`src/source/bp_pkg.sv`:
```
package bp_pkg;

    // fetch and ex PCs are word addresses
    localparam int addr_width = 30;

    // table geometry, one entry per index value
    localparam int index_width = 8;
    localparam int table_depth = 1 << index_width;

    // global history, folded straight into the gshare index
    localparam int ghr_width = 8;

    localparam int ctr_width = 2;

    // branch kind codes as decoded by the core
    localparam int kind_width = 3;
    localparam logic [kind_width-1:0] kind_not_jump      = 3'd0;
    localparam logic [kind_width-1:0] kind_direct_jump   = 3'd1;
    localparam logic [kind_width-1:0] kind_jump          = 3'd2;
    localparam logic [kind_width-1:0] kind_call          = 3'd3;
    localparam logic [kind_width-1:0] kind_ret           = 3'd4;
    localparam logic [kind_width-1:0] kind_indirect_jump = 3'd5;
    localparam logic [kind_width-1:0] kind_other_jump    = 3'd6;

    // direction counters come out of reset leaning not taken
    localparam logic [ctr_width-1:0] ctr_weak_not_taken = 2'b01;

    // chooser counters come out of reset leaning bimodal, 2 or more picks gshare
    localparam logic [ctr_width-1:0] ctr_weak_bimodal = 2'b01;

    // saturation bounds shared by every counter
    localparam logic [ctr_width-1:0] ctr_min = 2'b00;
    localparam logic [ctr_width-1:0] ctr_max = 2'b11;

endpackage

```
`src/source/index_hash.sv`:
```
`timescale 1ns/1ps

module index_hash import bp_pkg::*; (
    input  logic                   clk,
    input  logic                   arst_n,
    input  logic [addr_width-1:0]  fetch_pc,
    input  logic [addr_width-1:0]  ex_pc,
    input  logic [ghr_width-1:0]   ex_ghr,
    input  logic                   ghr_shift_en,
    input  logic                   ghr_shift_bit,
    output logic [ghr_width-1:0]   pred_ghr,
    output logic [index_width-1:0] fetch_bimodal_index,
    output logic [index_width-1:0] fetch_gshare_index,
    output logic [index_width-1:0] ex_bimodal_index,
    output logic [index_width-1:0] ex_gshare_index
);

    // non-speculative history, only resolved conditional branches land here
    logic [ghr_width-1:0] ghr;

    always_ff @(posedge clk or negedge arst_n) begin
        if (!arst_n) begin
            ghr <= '0;
        end else if (ghr_shift_en) begin
            ghr <= {ghr[ghr_width-2:0], ghr_shift_bit};
        end
    end

    assign pred_ghr = ghr;

    // fetch side uses the live history
    assign fetch_bimodal_index = fetch_pc[index_width-1:0];
    assign fetch_gshare_index  = fetch_pc[index_width-1:0] ^ ghr;

    // resolve side uses the history the prediction saw,
    // so training lands on the entry read at fetch
    assign ex_bimodal_index = ex_pc[index_width-1:0];
    assign ex_gshare_index  = ex_pc[index_width-1:0] ^ ex_ghr;

    a_shift_bit_known: assert property (
        @(posedge clk) disable iff (!arst_n)
        ghr_shift_en |-> !$isunknown(ghr_shift_bit)
    ) else $error("history shift with unknown outcome bit");

endmodule

```
`src/source/pattern_table.sv`:
```
`timescale 1ns/1ps

module pattern_table import bp_pkg::*; (
    input  logic                   clk,
    input  logic                   arst_n,
    input  logic [index_width-1:0] read_index,
    input  logic [index_width-1:0] train_index,
    input  logic                   train_en,
    input  logic                   train_taken,
    output logic                   pred_taken
);

    logic [ctr_width-1:0] ctr_q [table_depth];
    logic [ctr_width-1:0] ctr_old;
    logic [ctr_width-1:0] ctr_new;

    // read-modify-write, one step toward the outcome
    always_comb begin
        ctr_old = ctr_q[train_index];
        ctr_new = ctr_old;
        if (train_taken) begin
            if (ctr_old != ctr_max) begin
                ctr_new = ctr_old + 2'd1;
            end
        end else begin
            if (ctr_old != ctr_min) begin
                ctr_new = ctr_old - 2'd1;
            end
        end
    end

    // whole table comes back weakly not taken
    always_ff @(posedge clk or negedge arst_n) begin
        if (!arst_n) begin
            for (int i = 0; i < table_depth; i++) begin
                ctr_q[i] <= ctr_weak_not_taken;
            end
        end else if (train_en) begin
            ctr_q[train_index] <= ctr_new;
        end
    end

    // upper bit is the direction
    // a same-cycle write is not seen until after the edge
    assign pred_taken = ctr_q[read_index][ctr_width-1];

    a_train_index_known: assert property (
        @(posedge clk) disable iff (!arst_n)
        train_en |-> !$isunknown(train_index)
    ) else $error("pattern table trained at an unknown index");

endmodule

```
`src/source/choice_table.sv`:
```
`timescale 1ns/1ps

module choice_table import bp_pkg::*; (
    input  logic                   clk,
    input  logic                   arst_n,
    input  logic [index_width-1:0] read_index,
    input  logic [index_width-1:0] wr_index,
    input  logic                   wr_en,
    input  logic [ctr_width-1:0]   wr_value,
    output logic [ctr_width-1:0]   choice_ctr,
    output logic                   choice_gshare
);

    // chooser counters, low half favours bimodal, high half gshare
    logic [ctr_width-1:0] sel_q [table_depth];

    // control hands over the full next value, so no resolve-side read here
    always_ff @(posedge clk or negedge arst_n) begin
        if (!arst_n) begin
            for (int i = 0; i < table_depth; i++) begin
                sel_q[i] <= ctr_weak_bimodal;
            end
        end else if (wr_en) begin
            sel_q[wr_index] <= wr_value;
        end
    end

    // raw counter travels down the pipe and comes back at ex
    assign choice_ctr = sel_q[read_index];

    // 1 means use gshare
    assign choice_gshare = choice_ctr[ctr_width-1];

endmodule

```
`src/source/branch_predictor.sv`:
```
`timescale 1ns/1ps

module branch_predictor import bp_pkg::*; (
    input  logic [kind_width-1:0] fetch_kind,
    input  logic                  bimodal_taken,
    input  logic                  gshare_taken,
    input  logic                  choice_gshare,
    input  logic                  update_en,
    input  logic [kind_width-1:0] ex_kind,
    input  logic                  ex_taken,
    input  logic                  ex_bimodal_taken,
    input  logic                  ex_gshare_taken,
    input  logic [ctr_width-1:0]  ex_choice_ctr,
    output logic                  taken_pdc,
    output logic                  train_en,
    output logic                  choice_wr_en,
    output logic [ctr_width-1:0]  choice_wr_value,
    output logic                  ghr_shift_en,
    output logic                  ghr_shift_bit
);

    logic gshare_right;
    logic components_differ;

    // final direction per branch kind
    always_comb begin
        case (fetch_kind)
            kind_direct_jump: begin
                taken_pdc = choice_gshare ? gshare_taken : bimodal_taken;
            end
            kind_jump, kind_call, kind_ret, kind_indirect_jump: begin
                taken_pdc = 1'b1;
            end
            kind_not_jump, kind_other_jump: begin
                taken_pdc = 1'b0;
            end
            // code 7 is unused, treat as no branch
            default: begin
                taken_pdc = 1'b0;
            end
        endcase
    end

    // only resolved direct conditionals train anything
    assign train_en = update_en && (ex_kind == kind_direct_jump);

    assign ghr_shift_en  = train_en;
    assign ghr_shift_bit = ex_taken;

    // chooser learns only when the two components disagreed
    assign components_differ = ex_bimodal_taken != ex_gshare_taken;
    assign gshare_right      = ex_gshare_taken == ex_taken;
    assign choice_wr_en      = train_en && components_differ;

    always_comb begin
        choice_wr_value = ex_choice_ctr;
        if (gshare_right) begin
            if (ex_choice_ctr != ctr_max) begin
                choice_wr_value = ex_choice_ctr + 2'd1;
            end
        end else begin
            if (ex_choice_ctr != ctr_min) begin
                choice_wr_value = ex_choice_ctr - 2'd1;
            end
        end
    end

    // no clock in this block, so the kind check runs on every change
    always_comb begin
        if (update_en) begin
            a_ex_kind_defined: assert (ex_kind <= kind_other_jump)
                else $error("resolve strobe with undefined branch kind %0d", ex_kind);
        end
    end

endmodule

```
`src/source/predictor_top.sv`:
```
`timescale 1ns/1ps

module predictor_top import bp_pkg::*; (
    input  logic                  clk,
    input  logic                  arst_n,
    input  logic [addr_width-1:0] fetch_pc,
    input  logic [kind_width-1:0] fetch_kind,
    input  logic                  update_en,
    input  logic [addr_width-1:0] ex_pc,
    input  logic [kind_width-1:0] ex_kind,
    input  logic [ghr_width-1:0]  ex_ghr,
    input  logic                  ex_taken,
    input  logic                  ex_bimodal_taken,
    input  logic                  ex_gshare_taken,
    input  logic [ctr_width-1:0]  ex_choice_ctr,
    output logic                  taken_pdc,
    output logic                  choice_gshare,
    output logic [ctr_width-1:0]  choice_ctr,
    output logic                  bimodal_taken,
    output logic                  gshare_taken,
    output logic [ghr_width-1:0]  pred_ghr
);

    logic [index_width-1:0] fetch_bimodal_index;
    logic [index_width-1:0] fetch_gshare_index;
    logic [index_width-1:0] ex_bimodal_index;
    logic [index_width-1:0] ex_gshare_index;
    logic                   train_en;
    logic                   choice_wr_en;
    logic [ctr_width-1:0]   choice_wr_value;
    logic                   ghr_shift_en;
    logic                   ghr_shift_bit;

    index_hash i_index_hash (
        .clk                 (clk),
        .arst_n              (arst_n),
        .fetch_pc            (fetch_pc),
        .ex_pc               (ex_pc),
        .ex_ghr              (ex_ghr),
        .ghr_shift_en        (ghr_shift_en),
        .ghr_shift_bit       (ghr_shift_bit),
        .pred_ghr            (pred_ghr),
        .fetch_bimodal_index (fetch_bimodal_index),
        .fetch_gshare_index  (fetch_gshare_index),
        .ex_bimodal_index    (ex_bimodal_index),
        .ex_gshare_index     (ex_gshare_index)
    );

    // pc only
    pattern_table bimodal_table (
        .clk         (clk),
        .arst_n      (arst_n),
        .read_index  (fetch_bimodal_index),
        .train_index (ex_bimodal_index),
        .train_en    (train_en),
        .train_taken (ex_taken),
        .pred_taken  (bimodal_taken)
    );

    // pc xor history
    pattern_table gshare_table (
        .clk         (clk),
        .arst_n      (arst_n),
        .read_index  (fetch_gshare_index),
        .train_index (ex_gshare_index),
        .train_en    (train_en),
        .train_taken (ex_taken),
        .pred_taken  (gshare_taken)
    );

    // chooser shares the gshare indexing
    choice_table i_choice_table (
        .clk           (clk),
        .arst_n        (arst_n),
        .read_index    (fetch_gshare_index),
        .wr_index      (ex_gshare_index),
        .wr_en         (choice_wr_en),
        .wr_value      (choice_wr_value),
        .choice_ctr    (choice_ctr),
        .choice_gshare (choice_gshare)
    );

    branch_predictor i_branch_predictor (
        .fetch_kind       (fetch_kind),
        .bimodal_taken    (bimodal_taken),
        .gshare_taken     (gshare_taken),
        .choice_gshare    (choice_gshare),
        .update_en        (update_en),
        .ex_kind          (ex_kind),
        .ex_taken         (ex_taken),
        .ex_bimodal_taken (ex_bimodal_taken),
        .ex_gshare_taken  (ex_gshare_taken),
        .ex_choice_ctr    (ex_choice_ctr),
        .taken_pdc        (taken_pdc),
        .train_en         (train_en),
        .choice_wr_en     (choice_wr_en),
        .choice_wr_value  (choice_wr_value),
        .ghr_shift_en     (ghr_shift_en),
        .ghr_shift_bit    (ghr_shift_bit)
    );

endmodule

```
`config.mk`:
```
export PLATFORM = sky130hd
export DESIGN_NAME = predictor_top
export DESIGN_NICKNAME = d
export VERILOG_FILES = /design/src/source/bp_pkg.sv /design/src/source/index_hash.sv /design/src/source/pattern_table.sv /design/src/source/choice_table.sv /design/src/source/branch_predictor.sv /design/src/source/predictor_top.sv
export SDC_FILE = /design/constraint.sdc
export NUM_CORES = 2
export LEC_CHECK = 0
export BUFFER_PORTS_ARGS = -buffer_cell sky130_fd_sc_hd__buf_4
export CORE_MARGIN = 10
export CORE_UTILIZATION = 50
export CTS_CLUSTER_SIZE = 30
export DETAILED_ROUTE_END_ITERATION = 6
export PLACE_DENSITY_LB_ADDON = 0.15
export SETUP_SLACK_MARGIN = 0.05
export SLEW_MARGIN = 20
export SYNTH_ARGS = -nofsm -noshare
export SYNTH_HDL_FRONTEND = slang
export SYNTH_SLANG_ARGS = --single-unit
```
`constraint.sdc`:
```
create_clock -name clk -period 5.6 [get_ports clk]
set_clock_uncertainty 0.05 [all_clocks]
set_input_delay 0.56 -clock clk [delete_from_list [all_inputs] [get_ports clk]]
set_output_delay 0.56 -clock clk [all_outputs]
set_load 0.1 [all_outputs]
```
### Yosys cells after proc, flatten, opt, wreduce, memory -nomap -nowiden

Index checks and enable logic that the tools add are counted.

* input bits: 82
* register bits after elaboration: 1544
* ROM bits: 0
* output and inout bits: 14
* word-level logic and storage cells: 839
* memories: 0
* latch bits: 0
* bits in writable memories: 0

* mux-type cells: 33
* add/sub/neg operators: 6
* reduce and logical (&&, ||, !) cells: 8
* shift operators: 0
* magnitude comparators: 6
* div/mod/pow operators: 0
* bitwise gates (word level): 6
* eq/ne operators: 11
* multipliers: 0

Operator list (number)
* $bwmux 512: 3
* $bmux 2 s8: 5
* $mux 2: 21
* $ge 9x9->1 const B: 4
* $not 8->9: 4
* $demux 2 s8: 2
* $lt 9x1->1 const B: 2
* $xor 8x8->8: 2
* $add 2x1->2 const B: 3
* $eq 3x1->1 const B: 2
* $eq 3x2->1 const B: 2
* $eq 3x3->1 const B: 2
* $ne 2x2->1 const B: 3
* $reduce_bool 2->1: 3
* $sub 2x1->2 const B: 3
* $logic_and 1x1->1: 4
* $reduce_or 4->1: 1
* $pmux 1 s2: 1
* $eq 1x1->1: 1
* $mux 1: 1
* $ne 1x1->1: 1

### Logic depth before layout (Yosys ltp)

* depth in word-level cells: 9
* depth in mapped cells: 16
* depth with buffers taken out: 9

### By module

A second synthesis with hierarchy kept.

* cell total of the unflattened synthesis: 6840
* area, all modules: 82108.7 µm²

Modules (own cells, without submodules)
* pattern_table at bimodal_table: cells each 2381, sequential area each 13132.6 µm², times used 1, area each 28254.6 µm²
* pattern_table at gshare_table: cells each 2557, sequential area each 13132.6 µm², times used 1, area each 28158.3 µm²
* choice_table: cells each 1841, sequential area each 13132.6 µm², times used 1, area each 25005.2 µm²
* index_hash: cells each 49, sequential area each 200.2 µm², times used 1, area each 591.8 µm²
* branch_predictor: cells each 12, sequential area each 0.0 µm², times used 1, area each 98.8 µm²

### Worst setup path before layout

No wires, ideal clock.

* kind: register to output
* start: register i_index_hash.ghr[0] (netlist: i_index_hash.pred_ghr[0])
* end: output port taken_pdc
* data required time: 4.990 ns
* path slack: -2.326 ns
* stages on the path, launching flop included: 12
* arrival: 7.316 ns
* buffers on the path: 3
* path through: dfrtp_1 -> xnor2_1 -> buf_2 -> buf_2 -> buf_4 -> mux4_2 -> nand2_1 -> a311oi_1 -> nor3_1 -> nor4_1 -> nand4b_1 -> o211ai_1

* word-level cells in the longest chain between the ends: 7
* elaborated cells on any way between the ends: 10
* classes of those cells: mux: 8; bitwise: 2

RTL lines
* start: declaration: line index_hash.sv:19 `logic [ghr_width-1:0] ghr;`
* start signal: assignment: line index_hash.sv:25 `ghr <= {ghr[ghr_width-2:0], ghr_shift_bit};`
* $xor 8x8->8: line index_hash.sv:33 `assign fetch_gshare_index = fetch_pc[index_width-1:0] ^ ghr;`
* $not 8->9 (implied by the code): line pattern_table.sv:45 `assign pred_taken = ctr_q[read_index][ctr_width-1];`
* $bmux 2 s8: line pattern_table.sv:45
* $mux 2 (implied by the code) (2 in series): line pattern_table.sv:45
* named net gshare_taken: line predictor_top.sv:20 `output logic gshare_taken,`
* $mux 1: line branch_predictor.sv:29 `taken_pdc = choice_gshare ? gshare_taken : bimodal_taken;`
* $pmux 1 s2: line branch_predictor.sv:27 `case (fetch_kind)`
* end: declaration: line predictor_top.sv:16 `output logic taken_pdc,`

The timed path passes the listed nets, and every way through them passes these cells. The select of a mux whose other input is x is not followed.

### Final worst setup path

* start: register i_index_hash.ghr[3] (netlist: i_index_hash.pred_ghr[3])
* end: output port taken_pdc

* word-level cells in the longest chain between the ends: 7
* elaborated cells on any way between the ends: 10
* classes of those cells: mux: 8; bitwise: 2

RTL lines (line)
* $xor 8x8->8 (*): index_hash.sv:33
* $not 8->9 (implied by the code) (*): pattern_table.sv:45, choice_table.sv:29
* $bmux 2 s8 (on tied branches): pattern_table.sv:45, choice_table.sv:29
* $mux 2 (on tied branches) (2 in series): pattern_table.sv:45, choice_table.sv:29
* $mux 1 (*): branch_predictor.sv:29
* $pmux 1 s2 (*): branch_predictor.sv:27

Every way passes the cells marked *; elsewhere a longest branch is shown, timed or not. The select of a mux whose other input is x is not followed.

==> impl_metrics.ini <==
[clocking]
cts.sinks = 1544
clk_latency_ns = 0.82
cts_tree = built
clk_pin_slew_worst_paths_ns = 0.06
cts_max_level = 4
cts_inserted_buffers = 169
cts_buffer_depth = 3
cts_setup_buffers = 0
root_buffer = clkbuf_16

[critical_path]
endpoint = taken_pdc
path_cells = xor2_4, nor2_1, buf_4, a221oi_1, nand2_1, a31oi_1, and4b_2, o211ai_1, buf_4
criticalPathCategory = flip-flop to output pin
critical-path-top-delay-family = compound AO/OA/AOI/OAI gates
cp-end-kind = output pin
timing.rr.end = gshare_table.ctr_q[342]$_DFFE_PN1P_
r2r_cells = 10
worst-path-stages = 9
slowest_stage = xor2_4
required_ns = 4.99
path_common_cell = buf_4
crit_start = i_index_hash.pred_ghr[3]$_DFFE_PN0P_
crit_fanout = 13
ff2ff_setup_slack_ns = 1.96
max_stage_delay_ns = 0.74
crit_buf_inv = 2
cp.arrival_ns = 4.70
critical_path.startpoint_type = flip-flop
reg2reg_from = gshare_table.ctr_q[186]$_DFFE_PN1P_

[detailed_routing]
viasPerCell = 6.81
vias = 60100
drtAntennaViolNets = 0
drt_iter0_drc = 7604
drc = 1
dr.pass1.iters = 7
wire_per_inst_microns = 27.1
wirelength_mm = 239

[global_routing]
grt_start_max_net_pins = 230
antenna_found_initial = 1
grt_pass1_vias = 57600
grtUsageTotal_pct = 27.1
grt_pass1_wl_mm = 367
grt.overflow.total = 0

[final_layout]
fillers = 13300
final_layout_size_suffix_gt1_share_pct = 30.7
fin_cells = 8822
layout.nets = 6698
synthToLayoutAreaGrowth_pct = 11.4
n_antenna_cell = 0
regArea_sq_mm = 0.0396
multiInputGateArea_sq_mm = 0.0359

[die]
dieArea_sq_mm = 0.173
rows = 145
initial_core_util_pct = 50.2
fp.dieH_microns = 416
ios = 96
placeableCoreArea_sq_mm = 0.156
chipWidth_microns = 416

[synthesis]
async_flop_share_pct = 100
synth-seq-area-share_pct = 50.5
synthTopCellsByArea = dfstp_2, dfrtp_1, mux4_2
ys_top_cells_by_count = a21oi_1, o21ai_0, dfrtp_1, dfstp_2, a31oi_1
yosysWarnings = 0
yosysTopAreaCellShare_pct = 25.7
yosys.area.top_type = dfstp_2
synth_flop_cell = dfrtp_1
syn-num-nets = 7064
synth_cells = 6982
avgSynthCellArea_sq_um = 11.2
synth_cell_types = 54
synthesis.area_sq_mm = 0.0784
synth_edf_count = 0
yosysMostFrequentCell = a21oi_1
ys_ff_latch = 1544

[place]
io_buffers = 51
dp_hpwl_mm = 140
preCtsSetupSlack_ns = 0.207
place_congestion = 0.878
dp.cells = 8501

[timing]
min_period_over_period_pct = 94.8
final.setup.worst_slack_ns = 0.293
fin_crit_ns = 5.31
max_freq_mhz = 188
setup_viol = 0
timing.hold.ws_ns = 0.217
rsz0062_at_grt = no
drv_slew = 0
timing.slew.headroom_pct = 19.5
worst_pin_slew_ns = 1.21
fin_tns_setup_ns = 0
hold_viol_final = 0

[pwr]
irDropWorstVdd_mv = 0.341
p_total_mw = 26.8
p_per_area_mw_per_mm2 = 307
p_leak_nw = 32.5

[run]
drv_cap = 0

[hold_path]
min_path_type = primary input to flip-flop

[outcome]
violations = DRC
status = complete, but fails checks
-- cell type report --
type / count / share of cell area, %
clock buffers: 247 / 5.58
inverters: 4 / 0.0172
repair buffers: 355 / 3.95
flip-flops and latches: 1544 / 45.4
multi-input cells: 4542 / 41.1
clock inverters: 72 / 1.01
well taps: 2058 / 2.95
-- worst register-to-register path: cells and delay by family, from the launching register on --
kind / cells / cell delay (ns)
muxes: 1 / 0.45
AOI/OAI and AO/OA: 4 / 0.93
buffers and inverters: 2 / 0.40
and+or+nand+nor: 2 / 0.93
DFF: 1 / 0.37
adders and majority gates: 1 / 0.41
-- worst min path at each step --
stage                                         start                                   end  depth (start not counted)
2_1_floorplan                                arst_n  bimodal_table.ctr_q[101]$_DFFE_PN0P_                          0
3_3_place_gp   bimodal_table.ctr_q[240]$_DFFE_PN1P_  bimodal_table.ctr_q[240]$_DFFE_PN1P_                          2
3_5_place_dp   bimodal_table.ctr_q[194]$_DFFE_PN1P_  bimodal_table.ctr_q[194]$_DFFE_PN1P_                          2
4_1_cts                                    ex_pc[1]  bimodal_table.ctr_q[246]$_DFFE_PN1P_                          4
5_1_grt                                    ex_pc[1]  bimodal_table.ctr_q[214]$_DFFE_PN1P_                          4
6_report                                   ex_pc[1]  bimodal_table.ctr_q[254]$_DFFE_PN1P_                          4
-- power by group --
group	internal [mW]	switching [mW]	total (mW)
Sequential	11.4	0.128	11.5
Clock	6.77	4.81	11.6
Combinational	1.15	2.58	3.73
Total	19.3	7.53	26.8
-- logic make-up after synthesis --
kind of cell	count (synthesis)	synth area share, %
AO/OA/AOI/OAI	3178	24.3
AND/OR/NAND/NOR	738	3.91
XOR/XNOR	34	0.380
multiplexers	587	16.3
adder cells (fa/ha/maj)	5	0.0655
buffers and inverters	896	4.52
flip-flops	1544	50.5
-- metal layers --
metal	wire length [microns]	GRT usage, %
met1	100000	37.9
met4	10000	10.5
met5	0	0
met2	111000	42.2
met3	17700	4.52
-- through the flow --
stage | util [%] | cell area [sq um]
2_1_floorplan | - | 78400
3_3_place_gp | 52.2 | 81400
3_5_place_dp | 52.2 | 81400
4_1_cts | 55.9 | 87200
5_1_grt | 56.0 | 87300
6_report | 56.0 | 87300
-- sequential cells by signal, summed over array words and instances, names as in the netlist --
name                   count
bimodal_table.ctr_q      512
gshare_table.ctr_q       512
i_choice_table.sel_q     512
i_index_hash.pred_ghr      8
-- cell usage in the layout, fill, tap and decap left out, types with 35 or more instances in the layout --
cell | Yosys | layout
a21oi_1 | 793 | 793
a22oi_1 | 35 | 35
a31oi_1 | 764 | 764
buf_12 | 0 | 58
buf_4 | 8 | 291
clkbuf_1 | 726 | 45
clkbuf_16 | 0 | 171
clkinv_2 | 0 | 39
dfrtp_1 | 776 | 774
dfstp_2 | 768 | 768
mux4_2 | 552 | 552
nand2_1 | 413 | 396
nand3_1 | 37 | 36
nor2_1 | 183 | 109
nor2_2 | 0 | 37
nor2_4 | 0 | 37
o21ai_0 | 777 | 777
o31ai_1 | 736 | 736
-- repair_timing --
| item | in CTS | in global routing |
|---|---|---|
| gates resized for setup | 0 | 0 |
| hold buffers | 1 | 0 |
| endpoints found under the hold margin | 67 | 0 |
No activity file was read; power rests on OpenSTA's default activity.
